$ cat src/common/dfpPkg.sv
/* shared formats and constants for the decimal floating point normalizer,
   imported by the RTL and the testbench */
package dfpPkg;

	// result mantissa digits below the single whole digit
	localparam int NormDigits = 8;

	// intermediate format has two whole digits and twice the fraction
	localparam int WideDigits = 2 * (NormDigits + 1);

	// working mantissa: result digits plus one sticky digit at the bottom
	localparam int WorkDigits = NormDigits + 2;

	// exponent of all nines marks infinity or NaN
	localparam logic [15:0] ExpMax = 16'h9999;

	// four BCD digit exponent magnitude
	typedef logic [15:0] bcdExp_t;

	// working mantissa passed between the pipeline stages
	typedef logic [WorkDigits*4-1:0] workMan_t;

	// widened intermediate input, top two mantissa digits are whole digits
	typedef struct packed {
		logic nan;
		logic sign;
		logic inf;
		logic expNeg;
		bcdExp_t exp;
		logic [WideDigits*4-1:0] man;
	} dfpWide_t;

	// normalized result with one whole digit
	typedef struct packed {
		logic nan;
		logic sign;
		logic inf;
		logic expNeg;
		bcdExp_t exp;
		logic [(NormDigits+1)*4-1:0] man;
		logic sticky;
	} dfpNorm_t;

endpackage

$ cat src/logic/bcdAddSub.sv
/* four digit BCD adder and subtractor, used for the exponent updates */
`timescale 1ns/10ps

module bcdAddSub
	import dfpPkg::*;
(
	input  bcdExp_t a_i,
	input  bcdExp_t b_i,
	input  logic    sub_i,
	output bcdExp_t sum_o,
	output logic    carry_o
);

	localparam int Digits = $bits(bcdExp_t) / 4;

	// ripple through the digits with decimal correction
	// subtraction adds the nines complement with a carry in
	always_comb begin
		logic c;
		logic [3:0] bDigit;
		logic [4:0] s;
		c = sub_i;
		sum_o = '0;
		for (int i = 0; i < Digits; i++) begin
			bDigit = sub_i ? 4'd9 - b_i[i*4 +: 4] : b_i[i*4 +: 4];
			s = {1'b0, a_i[i*4 +: 4]} + {1'b0, bDigit} + {4'b0, c};
			// digit overflow, skip the six unused codes
			if (s > 5'd9) begin
				s = s + 5'd6;
				c = 1'b1;
			end else begin
				c = 1'b0;
			end
			sum_o[i*4 +: 4] = s[3:0];
		end
		// carry out on add, borrow out on subtract
		carry_o = sub_i ? ~c : c;
	end

endmodule

$ cat src/logic/delayLine.sv
/* enabled register chain of selectable depth and payload type, cleared on reset */
`timescale 1ns/10ps

module delayLine #(
	parameter int Depth = 1,
	parameter type payload_t = logic
) (
	input  logic     clk,
	input  logic     rstN_i,
	input  logic     ce_i,
	input  payload_t d_i,
	output payload_t q_o
);

	payload_t stages [Depth];

	// every tap holds while the enable is low
	always_ff @(posedge clk) begin
		if (!rstN_i) begin
			for (int i = 0; i < Depth; i++)
				stages[i] <= '0;
		end else if (ce_i) begin
			stages[0] <= d_i;
			for (int i = 1; i < Depth; i++)
				stages[i] <= stages[i-1];
		end
	end

	assign q_o = stages[Depth-1];

endmodule

$ cat src/normalize/digitLzc.sv
/* leading zero digit count of the working mantissa, purely combinational */
`timescale 1ns/10ps

module digitLzc
	import dfpPkg::*;
(
	input  workMan_t   man_i,
	output logic [4:0] count_o
);

	// scan from the top digit down, stop at the first nonzero one
	// an all zero mantissa counts every digit
	always_comb begin
		logic found;
		found = 1'b0;
		count_o = '0;
		for (int i = WorkDigits - 1; i >= 0; i--) begin
			if (!found) begin
				if (man_i[i*4 +: 4] != 4'h0)
					found = 1'b1;
				else
					count_o = count_o + 5'd1;
			end
		end
	end

endmodule

$ cat src/normalize/dfpNormalize.sv
/* eight stage decimal floating point normalizer, reduces to one whole digit and
   shifts left by leading zeros, or right on underflow; NaN and infinity pass */
`timescale 1ns/10ps

module dfpNormalize
	import dfpPkg::*;
(
	input  logic     clk,
	input  logic     rstN_i,
	input  logic     ce_i,
	input  dfpWide_t in_i,
	input  logic     under_i,
	output dfpNorm_t out_o,
	output logic     under_o,
	output logic     inexact_o
);

	localparam int WideBits = WideDigits * 4;
	localparam int WorkBits = WorkDigits * 4;
	localparam int ResBits = (NormDigits + 1) * 4;
	// shift counts never exceed the working digit count
	localparam int ShiftW = $clog2(WorkDigits + 1);

	typedef struct packed {
		logic nan;
		logic sign;
		logic inf;
		logic expNeg;
	} sideFlags_t;

	logic xInf1, xInf5, xInf6;
	logic incExp2, incExp3;
	logic under6, under7;
	logic inexact4;
	logic [4:0] lzc4, lzc5;
	logic [13:0] expBin5;
	logic [ShiftW-1:0] lshift6, rshift6;
	logic rightSticky6, sticky7, sticky8;
	bcdExp_t exp2, expInc2, exp3, exp5, exp6, lshiftBcd6, expDec6, exp7, exp8;
	dfpWide_t wide1, wide3;
	workMan_t man4, man5, man6, manL7, manR7, manSel7;
	logic [ResBits-1:0] man8;
	sideFlags_t flags0, flags8;

	// side fields never change, they just ride along
	assign flags0 = '{nan: in_i.nan, sign: in_i.sign, inf: in_i.inf, expNeg: in_i.expNeg};
	delayLine #(.Depth(8), .payload_t(sideFlags_t)) flagsDly (
		.clk, .rstN_i, .ce_i, .d_i(flags0), .q_o(flags8));
	delayLine #(.Depth(6), .payload_t(logic)) under6Dly (
		.clk, .rstN_i, .ce_i, .d_i(under_i), .q_o(under6));
	delayLine #(.Depth(1), .payload_t(logic)) under7Dly (
		.clk, .rstN_i, .ce_i, .d_i(under6), .q_o(under7));
	delayLine #(.Depth(1), .payload_t(logic)) underODly (
		.clk, .rstN_i, .ce_i, .d_i(under7), .q_o(under_o));

	// --------------------
	// stage 1, exponent compares
	// treat a flagged NaN or infinity like an all nines exponent
	always_ff @(posedge clk) begin
		if (!rstN_i)
			xInf1 <= 1'b0;
		else if (ce_i)
			xInf1 <= in_i.exp == ExpMax || in_i.nan || in_i.inf;
	end
	delayLine #(.Depth(1), .payload_t(dfpWide_t)) wide1Dly (
		.clk, .rstN_i, .ce_i, .d_i(in_i), .q_o(wide1));

	// --------------------
	// stage 2, increment decision
	// a nonzero top whole digit needs one more exponent step
	always_ff @(posedge clk) begin
		if (!rstN_i)
			incExp2 <= 1'b0;
		else if (ce_i)
			incExp2 <= !xInf1 && wide1.man[WideBits-1 -: 4] != 4'h0;
	end
	delayLine #(.Depth(1), .payload_t(bcdExp_t)) exp2Dly (
		.clk, .rstN_i, .ce_i, .d_i(wide1.exp), .q_o(exp2));
	delayLine #(.Depth(2), .payload_t(dfpWide_t)) wide3Dly (
		.clk, .rstN_i, .ce_i, .d_i(wide1), .q_o(wide3));

	// --------------------
	// stage 3, BCD increment
	bcdAddSub incAdd (
		.a_i(exp2), .b_i(16'h0001), .sub_i(1'b0), .sum_o(expInc2), .carry_o());

	always_ff @(posedge clk) begin
		if (!rstN_i)
			exp3 <= '0;
		else if (ce_i)
			exp3 <= incExp2 ? expInc2 : exp2;
	end
	delayLine #(.Depth(1), .payload_t(logic)) incExp3Dly (
		.clk, .rstN_i, .ce_i, .d_i(incExp2), .q_o(incExp3));

	// --------------------
	// stage 4, drop to one whole digit
	// low digits fold into the sticky digit, which also flags inexact
	always_ff @(posedge clk) begin
		if (!rstN_i) begin
			man4 <= '0;
			inexact4 <= 1'b0;
		end else if (ce_i) begin
			if (incExp3) begin
				man4 <= {wide3.man[WideBits-1 -: ResBits], 3'b0, |wide3.man[ResBits-1:0]};
				inexact4 <= |wide3.man[ResBits-1:0];
			end else begin
				man4 <= {wide3.man[WideBits-5 -: ResBits], 3'b0,
					|wide3.man[NormDigits*4-1:0]};
				inexact4 <= |wide3.man[NormDigits*4-1:0];
			end
		end
	end
	delayLine #(.Depth(4), .payload_t(logic)) inexactDly (
		.clk, .rstN_i, .ce_i, .d_i(inexact4), .q_o(inexact_o));
	delayLine #(.Depth(2), .payload_t(bcdExp_t)) exp5Dly (
		.clk, .rstN_i, .ce_i, .d_i(exp3), .q_o(exp5));
	delayLine #(.Depth(4), .payload_t(logic)) xInf5Dly (
		.clk, .rstN_i, .ce_i, .d_i(xInf1), .q_o(xInf5));

	// --------------------
	// stage 5, leading digit count
	digitLzc lzc (.man_i(man4), .count_o(lzc4));

	always_ff @(posedge clk) begin
		if (!rstN_i)
			lzc5 <= '0;
		else if (ce_i)
			lzc5 <= lzc4;
	end
	delayLine #(.Depth(1), .payload_t(workMan_t)) man5Dly (
		.clk, .rstN_i, .ce_i, .d_i(man4), .q_o(man5));

	// --------------------
	// stage 6, shift amounts in digits
	assign expBin5 = 14'(exp5[3:0]) + 14'(exp5[7:4]) * 14'd10
		+ 14'(exp5[11:8]) * 14'd100 + 14'(exp5[15:12]) * 14'd1000;

	// left shift stops at exponent zero, right shift is capped at the digit count
	always_ff @(posedge clk) begin
		if (!rstN_i) begin
			lshift6 <= '0;
			rshift6 <= '0;
		end else if (ce_i) begin
			if (xInf5)
				lshift6 <= '0;
			else if (14'(lzc5) > expBin5)
				lshift6 <= ShiftW'(expBin5);
			else
				lshift6 <= ShiftW'(lzc5);
			if (xInf5)
				rshift6 <= '0;
			else if (expBin5 > 14'(NormDigits))
				rshift6 <= ShiftW'(NormDigits);
			else
				rshift6 <= ShiftW'(expBin5);
		end
	end
	delayLine #(.Depth(1), .payload_t(bcdExp_t)) exp6Dly (
		.clk, .rstN_i, .ce_i, .d_i(exp5), .q_o(exp6));
	delayLine #(.Depth(1), .payload_t(workMan_t)) man6Dly (
		.clk, .rstN_i, .ce_i, .d_i(man5), .q_o(man6));
	delayLine #(.Depth(1), .payload_t(logic)) xInf6Dly (
		.clk, .rstN_i, .ce_i, .d_i(xInf5), .q_o(xInf6));

	// --------------------
	// stage 7, exponent decrement and both shifts
	always_comb begin
		lshiftBcd6 = '0;
		lshiftBcd6[3:0] = 4'(lshift6 % 10);
		lshiftBcd6[7:4] = 4'(lshift6 / 10);
	end

	bcdAddSub decSub (
		.a_i(exp6), .b_i(lshiftBcd6), .sub_i(1'b1), .sum_o(expDec6), .carry_o());

	// anything below the right shift point is lost into sticky
	always_comb begin
		workMan_t lostMask;
		lostMask = (workMan_t'(1) << {rshift6, 2'b00}) - workMan_t'(1);
		rightSticky6 = |(man6 & lostMask);
	end

	always_ff @(posedge clk) begin
		if (!rstN_i) begin
			exp7 <= '0;
			manL7 <= '0;
			manR7 <= '0;
			sticky7 <= 1'b0;
		end else if (ce_i) begin
			// underflow lands exactly on exponent zero
			exp7 <= xInf6 ? exp6 : under6 ? bcdExp_t'(0) : expDec6;
			// sticky digit is cleared so it never enters the mantissa
			manL7 <= {man6[WorkBits-1:4], 4'h0} << {lshift6, 2'b00};
			manR7 <= man6 >> {rshift6, 2'b00};
			sticky7 <= under6 ? rightSticky6 : man6[0];
		end
	end

	// --------------------
	// stage 8, pick the shift direction
	assign manSel7 = under7 ? manR7 : manL7;

	always_ff @(posedge clk) begin
		if (!rstN_i) begin
			exp8 <= '0;
			man8 <= '0;
			sticky8 <= 1'b0;
		end else if (ce_i) begin
			exp8 <= exp7;
			man8 <= manSel7[WorkBits-1:4];
			// a digit pushed into the bottom slot also counts as lost
			sticky8 <= sticky7 | (|manSel7[3:0]);
		end
	end

	always_comb begin
		out_o.nan = flags8.nan;
		out_o.sign = flags8.sign;
		out_o.inf = flags8.inf;
		out_o.expNeg = flags8.expNeg;
		out_o.exp = exp8;
		out_o.man = man8;
		out_o.sticky = sticky8;
	end

endmodule

$ cat src/logic/dfpNormTop.sv
/* subsystem top of the decimal normalizer, wraps the pipeline and
   presents its ports to the outside */
`timescale 1ns/10ps

module dfpNormTop
	import dfpPkg::*;
(
	input  logic     clk,
	input  logic     rstN_i,
	// level enable, low freezes every stage
	input  logic     ce_i,
	input  dfpWide_t in_i,
	input  logic     under_i,
	output dfpNorm_t out_o,
	output logic     under_o,
	output logic     inexact_o
);

	// eight enabled cycles from input to output
	dfpNormalize norm (
		.clk       (clk),
		.rstN_i    (rstN_i),
		.ce_i      (ce_i),
		.in_i      (in_i),
		.under_i   (under_i),
		.out_o     (out_o),
		.under_o   (under_o),
		.inexact_o (inexact_o)
	);

endmodule

$ cat config.mk
export PLATFORM = sky130hd
export DESIGN_NAME = dfpNormTop
export DESIGN_NICKNAME = d
export VERILOG_FILES = /design/src/common/dfpPkg.sv /design/src/logic/bcdAddSub.sv /design/src/logic/delayLine.sv /design/src/normalize/digitLzc.sv /design/src/normalize/dfpNormalize.sv /design/src/logic/dfpNormTop.sv
export SDC_FILE = /design/constraint.sdc
export NUM_CORES = 1
export LEC_CHECK = 0
export ABC_AREA = 1
export BUFFER_PORTS_ARGS = -buffer_cell sky130_fd_sc_hd__buf_2
export CORE_MARGIN = 3
export CORE_UTILIZATION = 56
export CTS_CLUSTER_SIZE = 40
export DETAILED_ROUTE_END_ITERATION = 8
export PLACE_DENSITY_LB_ADDON = 0.15
export SYNTH_ARGS = -nofsm -noshare
export SYNTH_HDL_FRONTEND = slang
export SYNTH_SLANG_ARGS = --single-unit
$ cat constraint.sdc
create_clock -name clk -period 12.7 [get_ports clk]
set_input_delay 0.635 -clock clk [delete_from_list [all_inputs] [get_ports clk]]
set_output_delay 0.635 -clock clk [all_outputs]
set_load 0.01 [all_outputs]
# ---- Word level (Yosys, flattened, before mapping)
# Memories as Yosys holds them, arrays and structs flattened.
# Index checks and enable logic that the tools add are counted.
dict set report totals {
  latch_bits 0
  mem_count 15
  output_inout_bits 59
  mem_bits_ro 0
  ram_bits 470
  register_bits 222
}
dict set report op_classes {
  reduce_logical 28
  shift 3
  multipliers 3
  eq_ne 1
  addsub 35
  bitwise 28
  div 2
  n_mux 109
  magnitude_cmp 10
}
# name depth width read_ports rd_clocked_by_memory_dff wr line_no
set mem_list {}
lappend mem_list {norm.wide3Dly.stages 2 92 2 0 2 delayLine.sv:15} ;# payload_t stages [Depth];
lappend mem_list {norm.wide1Dly.stages 1 92 1 0 1 delayLine.sv:15}
lappend mem_list {norm.man5Dly.stages 1 40 1 0 1 delayLine.sv:15}
lappend mem_list {norm.man6Dly.stages 1 40 1 0 1 delayLine.sv:15}
lappend mem_list {norm.exp5Dly.stages 2 16 2 0 2 delayLine.sv:15}
lappend mem_list {norm.flagsDly.stages 8 4 8 0 8 delayLine.sv:15}
lappend mem_list {{+9 memories} n/a n/a n/a n/a n/a n/a}
# cell n
set ops {}
lappend ops {{92-bit 2-to-1 mux} 3}
lappend ops {{40-bit 2-to-1 mux} 4}
lappend ops {{40-bit OR reduction} 3}
lappend ops {{16-bit 2-to-1 mux} 7}
lappend ops {{92-bit OR reduction} 1}
lappend ops {{5-bit 2-to-1 mux} 18}
lappend ops {{4-bit 2-to-1 mux} 20}
lappend ops {{1-bit 2-to-1 mux} 57}
lappend ops {{5-bit by 1-bit adder with 5-bit output (second input constant)} 10}
lappend ops {{4-bit nonzero test} 11}
lappend ops {{40-bit AND} 1}
lappend ops {{5-bit by 4-bit > comparator with 1-bit output (second input constant)} 8}
lappend ops {{1-bit by 6-bit left shift with 40-bit output (first input constant)} 1}
lappend ops {{40-bit by 6-bit left shift with 40-bit output} 1}
lappend ops {{40-bit by 6-bit >> shifter with 40-bit output} 1}
lappend ops {{40-bit by 1-bit subtractor with 40-bit output (second input constant)} 1}
lappend ops {{36-bit OR reduction} 1}
lappend ops {{4-bit by 3-bit adder with 4-bit output (second input constant)} 8}
lappend ops {{4-bit by 4-bit divider with 32-bit output (second input constant)} 1}
lappend ops {{4-bit by 4-bit remainder unit with 32-bit output (second input constant)} 1}
lappend ops {{16-bit OR reduction} 2}
lappend ops {{32-bit OR reduction} 1}
lappend ops {{1-bit OR} 27}
lappend ops {{16-bit == test (second input constant)} 1}
lappend ops {{other kinds (19)} 30}

# ---- Depth between registers and ports, before layout
dict set report logic_depth {
  ltp_word 29
  depth_mapped 56
  depth_no_buf 55
}

# ---- Modules after synthesis
# A second synthesis with hierarchy kept.
dict set report hier_totals {
  hier_cells 4106
  hier_area_um2 35908.2
}
# mod area_each_um2 instances cells_per_inst seq_area_each_um2
set by_module_without_submodules {}
lappend by_module_without_submodules {dfpNormalize 12954.9 1 1938 4284.1}
lappend by_module_without_submodules {{delayLine at norm.wide3Dly} 7783.7 1 667 5525.3}
lappend by_module_without_submodules {{delayLine at norm.wide1Dly} 3570.9 1 289 2762.6}
lappend by_module_without_submodules {{delayLine at norm.man5Dly ...} 1680.4 2 127 1201.2}
lappend by_module_without_submodules {bcdAddSub 1298.7 2 198 0.0}
lappend by_module_without_submodules {{delayLine at norm.exp5Dly} 1458.9 1 118 960.9}
lappend by_module_without_submodules {{delayLine at norm.flagsDly} 1397.6 1 106 960.9}
lappend by_module_without_submodules {{delayLine at norm.exp2Dly ...} 650.6 2 52 480.5}
lappend by_module_without_submodules {digitLzc 733.2 1 145 0.0}
lappend by_module_without_submodules {{delayLine at norm.inexactDly ...} 157.7 2 19 90.1}
lappend by_module_without_submodules {{delayLine at norm.under6Dly} 229.0 1 27 130.1}
lappend by_module_without_submodules {{delayLine at norm.incExp3Dly ...} 51.3 4 6 30.0}

# ---- Worst setup path after synthesis
# Ideal clock, no wire load.
dict set report synth_path {
  path_type {input port to flip-flop}
  startpoint {input port rstN_i}
  endpoint {memory norm.exp2Dly.stages[0][0] (netlist name) (enable)}
  arrival_ps 12457
  setup_slack_ps -688
  stages 6
  path_cell_list {buf_2 -> inv_1 -> nor2_1 -> inv_1 -> clkbuf_1 -> buf_1}
}
dict set report synth_via {
  elab_chain_len 4
  word_cells_on_any_way 5
  classes_between {4 x mux; 1 x reduce/logical}
}
# item line_no
set synth_rtl {}
lappend synth_rtl {{from (decl)} dfpNormTop.sv:9} ;# input logic rstN_i,
lappend synth_rtl {{1-bit 2-to-1 mux} delayLine.sv:19} ;# if (!rstN_i) begin
lappend synth_rtl {{1-bit 2-to-1 mux (implied by the code)} delayLine.sv:23} ;# stages[0] <= d_i;
lappend synth_rtl {{16-bit OR reduction (no source line)} n/a}
lappend synth_rtl {{1-bit 2-to-1 mux (no source line) *} n/a}
lappend synth_rtl {{to (decl)} delayLine.sv:15}
# Mark *: on every way between the ends. The rest lies on a longest branch, timed or not.

# ---- Worst setup path after layout
dict set report layout_path {
  startpoint {register norm.lshift6[1]}
  endpoint {register norm.exp7[15]}
}
dict set report layout_via {
  elab_chain_len 17
  word_cells_on_any_way 21
  classes_between {9 x add/sub; 2 x div; 4 x order compare; 6 x mux}
}
# item line_no
set layout_rtl {}
lappend layout_rtl {{from (decl)} dfpNormalize.sv:37} ;# logic [ShiftW-1:0] lshift6, rshift6;
lappend layout_rtl {{from (signal assigned)} dfpNormalize.sv:148} ;# lshift6 <= ShiftW'(expBin5);
lappend layout_rtl {{from (signal assigned)} dfpNormalize.sv:150} ;# lshift6 <= ShiftW'(lzc5);
lappend layout_rtl {{4-bit by 4-bit remainder unit with 32-bit output} dfpNormalize.sv:170} ;# lshiftBcd6[3:0] = 4'(lshift6 % 10);
lappend layout_rtl {{4-bit subtractor} bcdAddSub.sv:25} ;# bDigit = sub_i ? 4'd9 - b_i[i*4 +: 4] : b_i[i*4 +: 4];
lappend layout_rtl {{4-bit by 4-bit adder with 5-bit output} bcdAddSub.sv:26} ;# s = {1'b0, a_i[i*4 +: 4]} + {1'b0, bDigit} + {4'b0, c};
lappend layout_rtl {{5-bit by 1-bit adder with 5-bit output} bcdAddSub.sv:26}
lappend layout_rtl {{5-bit by 4-bit > comparator with 1-bit output} bcdAddSub.sv:28} ;# if (s > 5'd9) begin
lappend layout_rtl {{1-bit 2-to-1 mux} bcdAddSub.sv:28}
lappend layout_rtl {{5-bit by 1-bit adder with 5-bit output *} bcdAddSub.sv:26}
lappend layout_rtl {{5-bit by 4-bit > comparator with 1-bit output *} bcdAddSub.sv:28}
lappend layout_rtl {{1-bit 2-to-1 mux *} bcdAddSub.sv:28}
lappend layout_rtl {{5-bit by 1-bit adder with 5-bit output *} bcdAddSub.sv:26}
lappend layout_rtl {{5-bit by 4-bit > comparator with 1-bit output *} bcdAddSub.sv:28}
lappend layout_rtl {{1-bit 2-to-1 mux *} bcdAddSub.sv:28}
lappend layout_rtl {{5-bit by 1-bit adder with 5-bit output *} bcdAddSub.sv:26}
lappend layout_rtl {{4-bit by 3-bit adder with 4-bit output or 5-bit by 4-bit > comparator with 1-bit output (tied branches)} {bcdAddSub.sv:29, bcdAddSub.sv:28}}
lappend layout_rtl {{4-bit 2-to-1 mux *} bcdAddSub.sv:28}
lappend layout_rtl {{16-bit 2-to-1 mux * (2 in a row)} dfpNormalize.sv:192} ;# exp7 <= xInf6 ? exp6 : under6 ? bcdExp_t'(0) : expDec6;
lappend layout_rtl {{to (signal assigned)} dfpNormalize.sv:192}
lappend layout_rtl {{to (decl)} dfpNormalize.sv:39} ;# bcdExp_t exp2, expInc2, exp3, exp5, exp6, lshiftBcd6, expDec6, exp7, exp8;
# Marked as above.
# A chain may end at the register's enable or synchronous reset.

==> run metrics <==
status complete, no violations; CTS Buffer Depth 3; Sw Ratio 26.1%; HPWL after detailed placement 46.4 mm; Placed Cells 3901; Vias 21070; Post-synth EDFFs 409; leak pwr 14.0 nW; R2R Path Start norm.lshift6[1]$_SDFFE_PN0P_; Reg2Reg Depth 51; Synthesized Nets 3397; Final #Nets 3491; Routed WL 66.7 mm; clock buffer count from CTS 67; Max Slew Vio Count 0; Max VDD drop 0.121 mV; synthesized area 29300 µm²; total power per unit cell area 151 nW/µm²; Yosys top cell area share 41.9%; Worst R2R Setup Slack 4.36 ns; final setup fails 0; largest area contributor in the synthesized netlist edfxtp_1; global-route wire length before repair 108 mm; Worst R2R End norm.exp7[15]$_SDFFE_PN0P_; drt first-iter violations 1704; asr flop ratio synth 0%; HP Class primary input to flop; final instance area 32700 µm²; Skew-Pair Late Insertion Delay 0.60 ns; Reg power frac 48.7%; post-cts repair resize count 0; cell mode on critical path inv_1; register area share after synthesis 57.3%; Sw Pwr 1.29 mW; Final Core Density 63.4%; WHS Endpoint norm.under6Dly.stages[0]$_DFF_P_; Power Total 4.92 mW; Antenna diodes 0; DR WL/cell 16.6 µm; critical path type flop to flop; Congestion Overflow GR 0; Die H 235 µm; Post-CTS Setup Inserts 0; Int Pwr 3.63 mW; Reg clk slew, reported paths 0.06 ns; critical path data required time 13.15 ns; #FFs+latches synth 634; slowest stage cell, crit path dfxtp_1; CTS tree built; measured slew at the worst slew-check pin 1.11 ns; RSZ-0062 raised after global routing false; Hold Buf Count CTS 0; Antenna Nets Post-Route 0; Area contributors post-synth edfxtp_1, dfxtp_1, inv_1; H-tree depth 3; DR vias/cell 5.24; initial antenna violation count 0; Setup TNS Final 0 ns; clock power share 38.6%; Ports 155; Hold Crit Start under_i; Finished Layout Cells 4023; most frequent cells in the layout inv_1, nor2_1, edfxtp_1; WP data arrival 8.79 ns; Total GRT Usage 24.1%; # port buffers 154; Initial DRT Pass Iterations 6; Die W 235 µm; Area Growth Syn to Fin 11.5%; final hold vios 0; Comb power frac 12.7%; Place WS 4.53 ns; commonest non-fill, non-tap cell in the layout inv_1; Initial Utilization 56.9%; relative slew slack 26.3%; hold path cells 3; GPL Wtd Cong 0.891; pin count of the biggest net entering global routing 183; Core ar. 51500 µm²; Synth Warn # 0; die area 55100 µm²; Std-Cell Rows 83; crit share post-route 65.7%; Worst setup EP type flop; f_max 120 MHz; Fin Clk Skew 0.0180 ns; worst-path fanout max 21; min cycle time layout 8.34 ns; Main synth FF type edfxtp_1; DR DRC count 0; crit start category flop; syn avg cell area 9.17 µm²; Final WS setup 4.36 ns; worst hold slack 0.232 ns; Post-Place Cell Area 30500 µm²; share of layout cells above drive strength 1 9.57%; clock sinks 634; distinct cell type count of the synthesized netlist 61; # Max-Cap Violations 0; CTS Root Cell clkbuf_16; Gate Count Post-Synth 3196; slowest stage delay, CP 0.75 ns; number of global-route vias before repair 20440
==> cell families (layout without fill, tap and decap cells) <==
logic type	Yosys count	count (layout)	share of synthesized area (%)
buf+inv	791	938	10.3
simple gates	1019	1019	14.4
xor+xnor	36	36	1.08
fa+ha+maj	105	105	4.97
compound gates	610	610	12.0
mux	1	1	0.0342
flops	634	634	57.3
==> cell usage after synthesis (5+ instances only) <==
cell type    n
or2_2        6
o31ai_1      5
a32oi_1      7
o211ai_1    15
o311ai_0     6
edfxtp_1   409
ha_1        86
inv_1      637
a22oi_1     16
nor3_1      11
a22o_1       8
a32o_1       7
a21oi_1     87
clkbuf_1   123
o221ai_1    28
o22ai_1     45
nor4_1      18
nor2_4       6
xor2_1      27
nor2_1     526
nand2_2     11
xnor2_1      9
dfxtp_1    225
nand2_1    353
inv_2        5
nand3_1     60
fa_1        19
nand4_1      9
nor2_2       5
buf_4        5
o21ai_1      5
o21ai_0    355
buf_1       11
==> per-layer routing <==
layer / track usage (%) / routed length (µm) / vias up
li1: - / - / 10563
met1: 33.4 / 30400 / 9857
met2: 39.7 / 31800 / 529
met3: 3.52 / 2870 / 121
met4: 7.29 / 1730 / 0
met5: 0 / 0 / -
==> layout make-up <==
cell class                 count  area (µm²)
fill                        4271       18800
sequential                   634       16800
multi-input combinational   1771        9520
inverter                     647        2440
clock buffer                  97        1950
timing repair buffer         169         896
tap                          680         851
clock inverter                25         219
==> worst max-delay path by stage <==
| stage | start | endpoint | slack (ns) | cells past startpoint |
|---|---|---|---|---|
| floorplan | rstN_i | norm.exp2Dly.stages[0][0]$_SDFFCE_PN0P_ | 0.58 | 6 |
| global placement | norm.lshift6[1]$_SDFFE_PN0P_ | norm.exp7[15]$_SDFFE_PN0P_ | 5.31 | 52 |
| detailed placement | norm.lshift6[1]$_SDFFE_PN0P_ | norm.exp7[15]$_SDFFE_PN0P_ | 4.53 | 51 |
| CTS | norm.lshift6[1]$_SDFFE_PN0P_ | norm.exp7[15]$_SDFFE_PN0P_ | 4.49 | 51 |
| global route | norm.lshift6[1]$_SDFFE_PN0P_ | norm.exp7[15]$_SDFFE_PN0P_ | 3.47 | 54 |
| finish | norm.lshift6[1]$_SDFFE_PN0P_ | norm.exp7[15]$_SDFFE_PN0P_ | 4.36 | 51 |
==> critical path, delay by kind of cell (launching register included) <==
family | cells | cell delay [ns]
XOR/XNOR | 1 | 0.32
buffers and inverters | 14 | 1.15
adder cells (fa/ha/maj) | 10 | 2.28
AND/OR/NAND/NOR | 20 | 2.87
AO/OA/AOI/OAI | 6 | 0.84
flip-flops | 1 | 0.75
==> sequential cells by signal, summed over array words and instances, names as in the netlist, 5 cells and up <==
signal / flops
norm.manL7: 36
norm.exp2Dly.stages: 15
norm.man8: 36
norm.man6Dly.stages: 37
norm.wide1Dly.stages: 91
norm.exp8: 16
norm.manR7: 40
norm.flagsDly.stages: 22
norm.wide3Dly.stages: 152
norm.under6Dly.stages: 6
norm.exp7: 16
norm.lzc5: 5
norm.man4: 37
norm.exp6Dly.stages: 16
norm.exp3: 16
norm.exp5Dly.stages: 32
norm.man5Dly.stages: 37
==> power by group through the flow <==
stage,Sequential (mW),Combinational [mW],Clock [mW]
global placement,2.44,0.594,0
finish,2.40,0.624,1.90
global route,2.41,0.711,2.03
detailed placement,2.44,0.617,0
CTS,2.40,0.622,1.94
floorplan,2.44,0.448,0
Note: power is estimated with default switching activity, not from simulation.
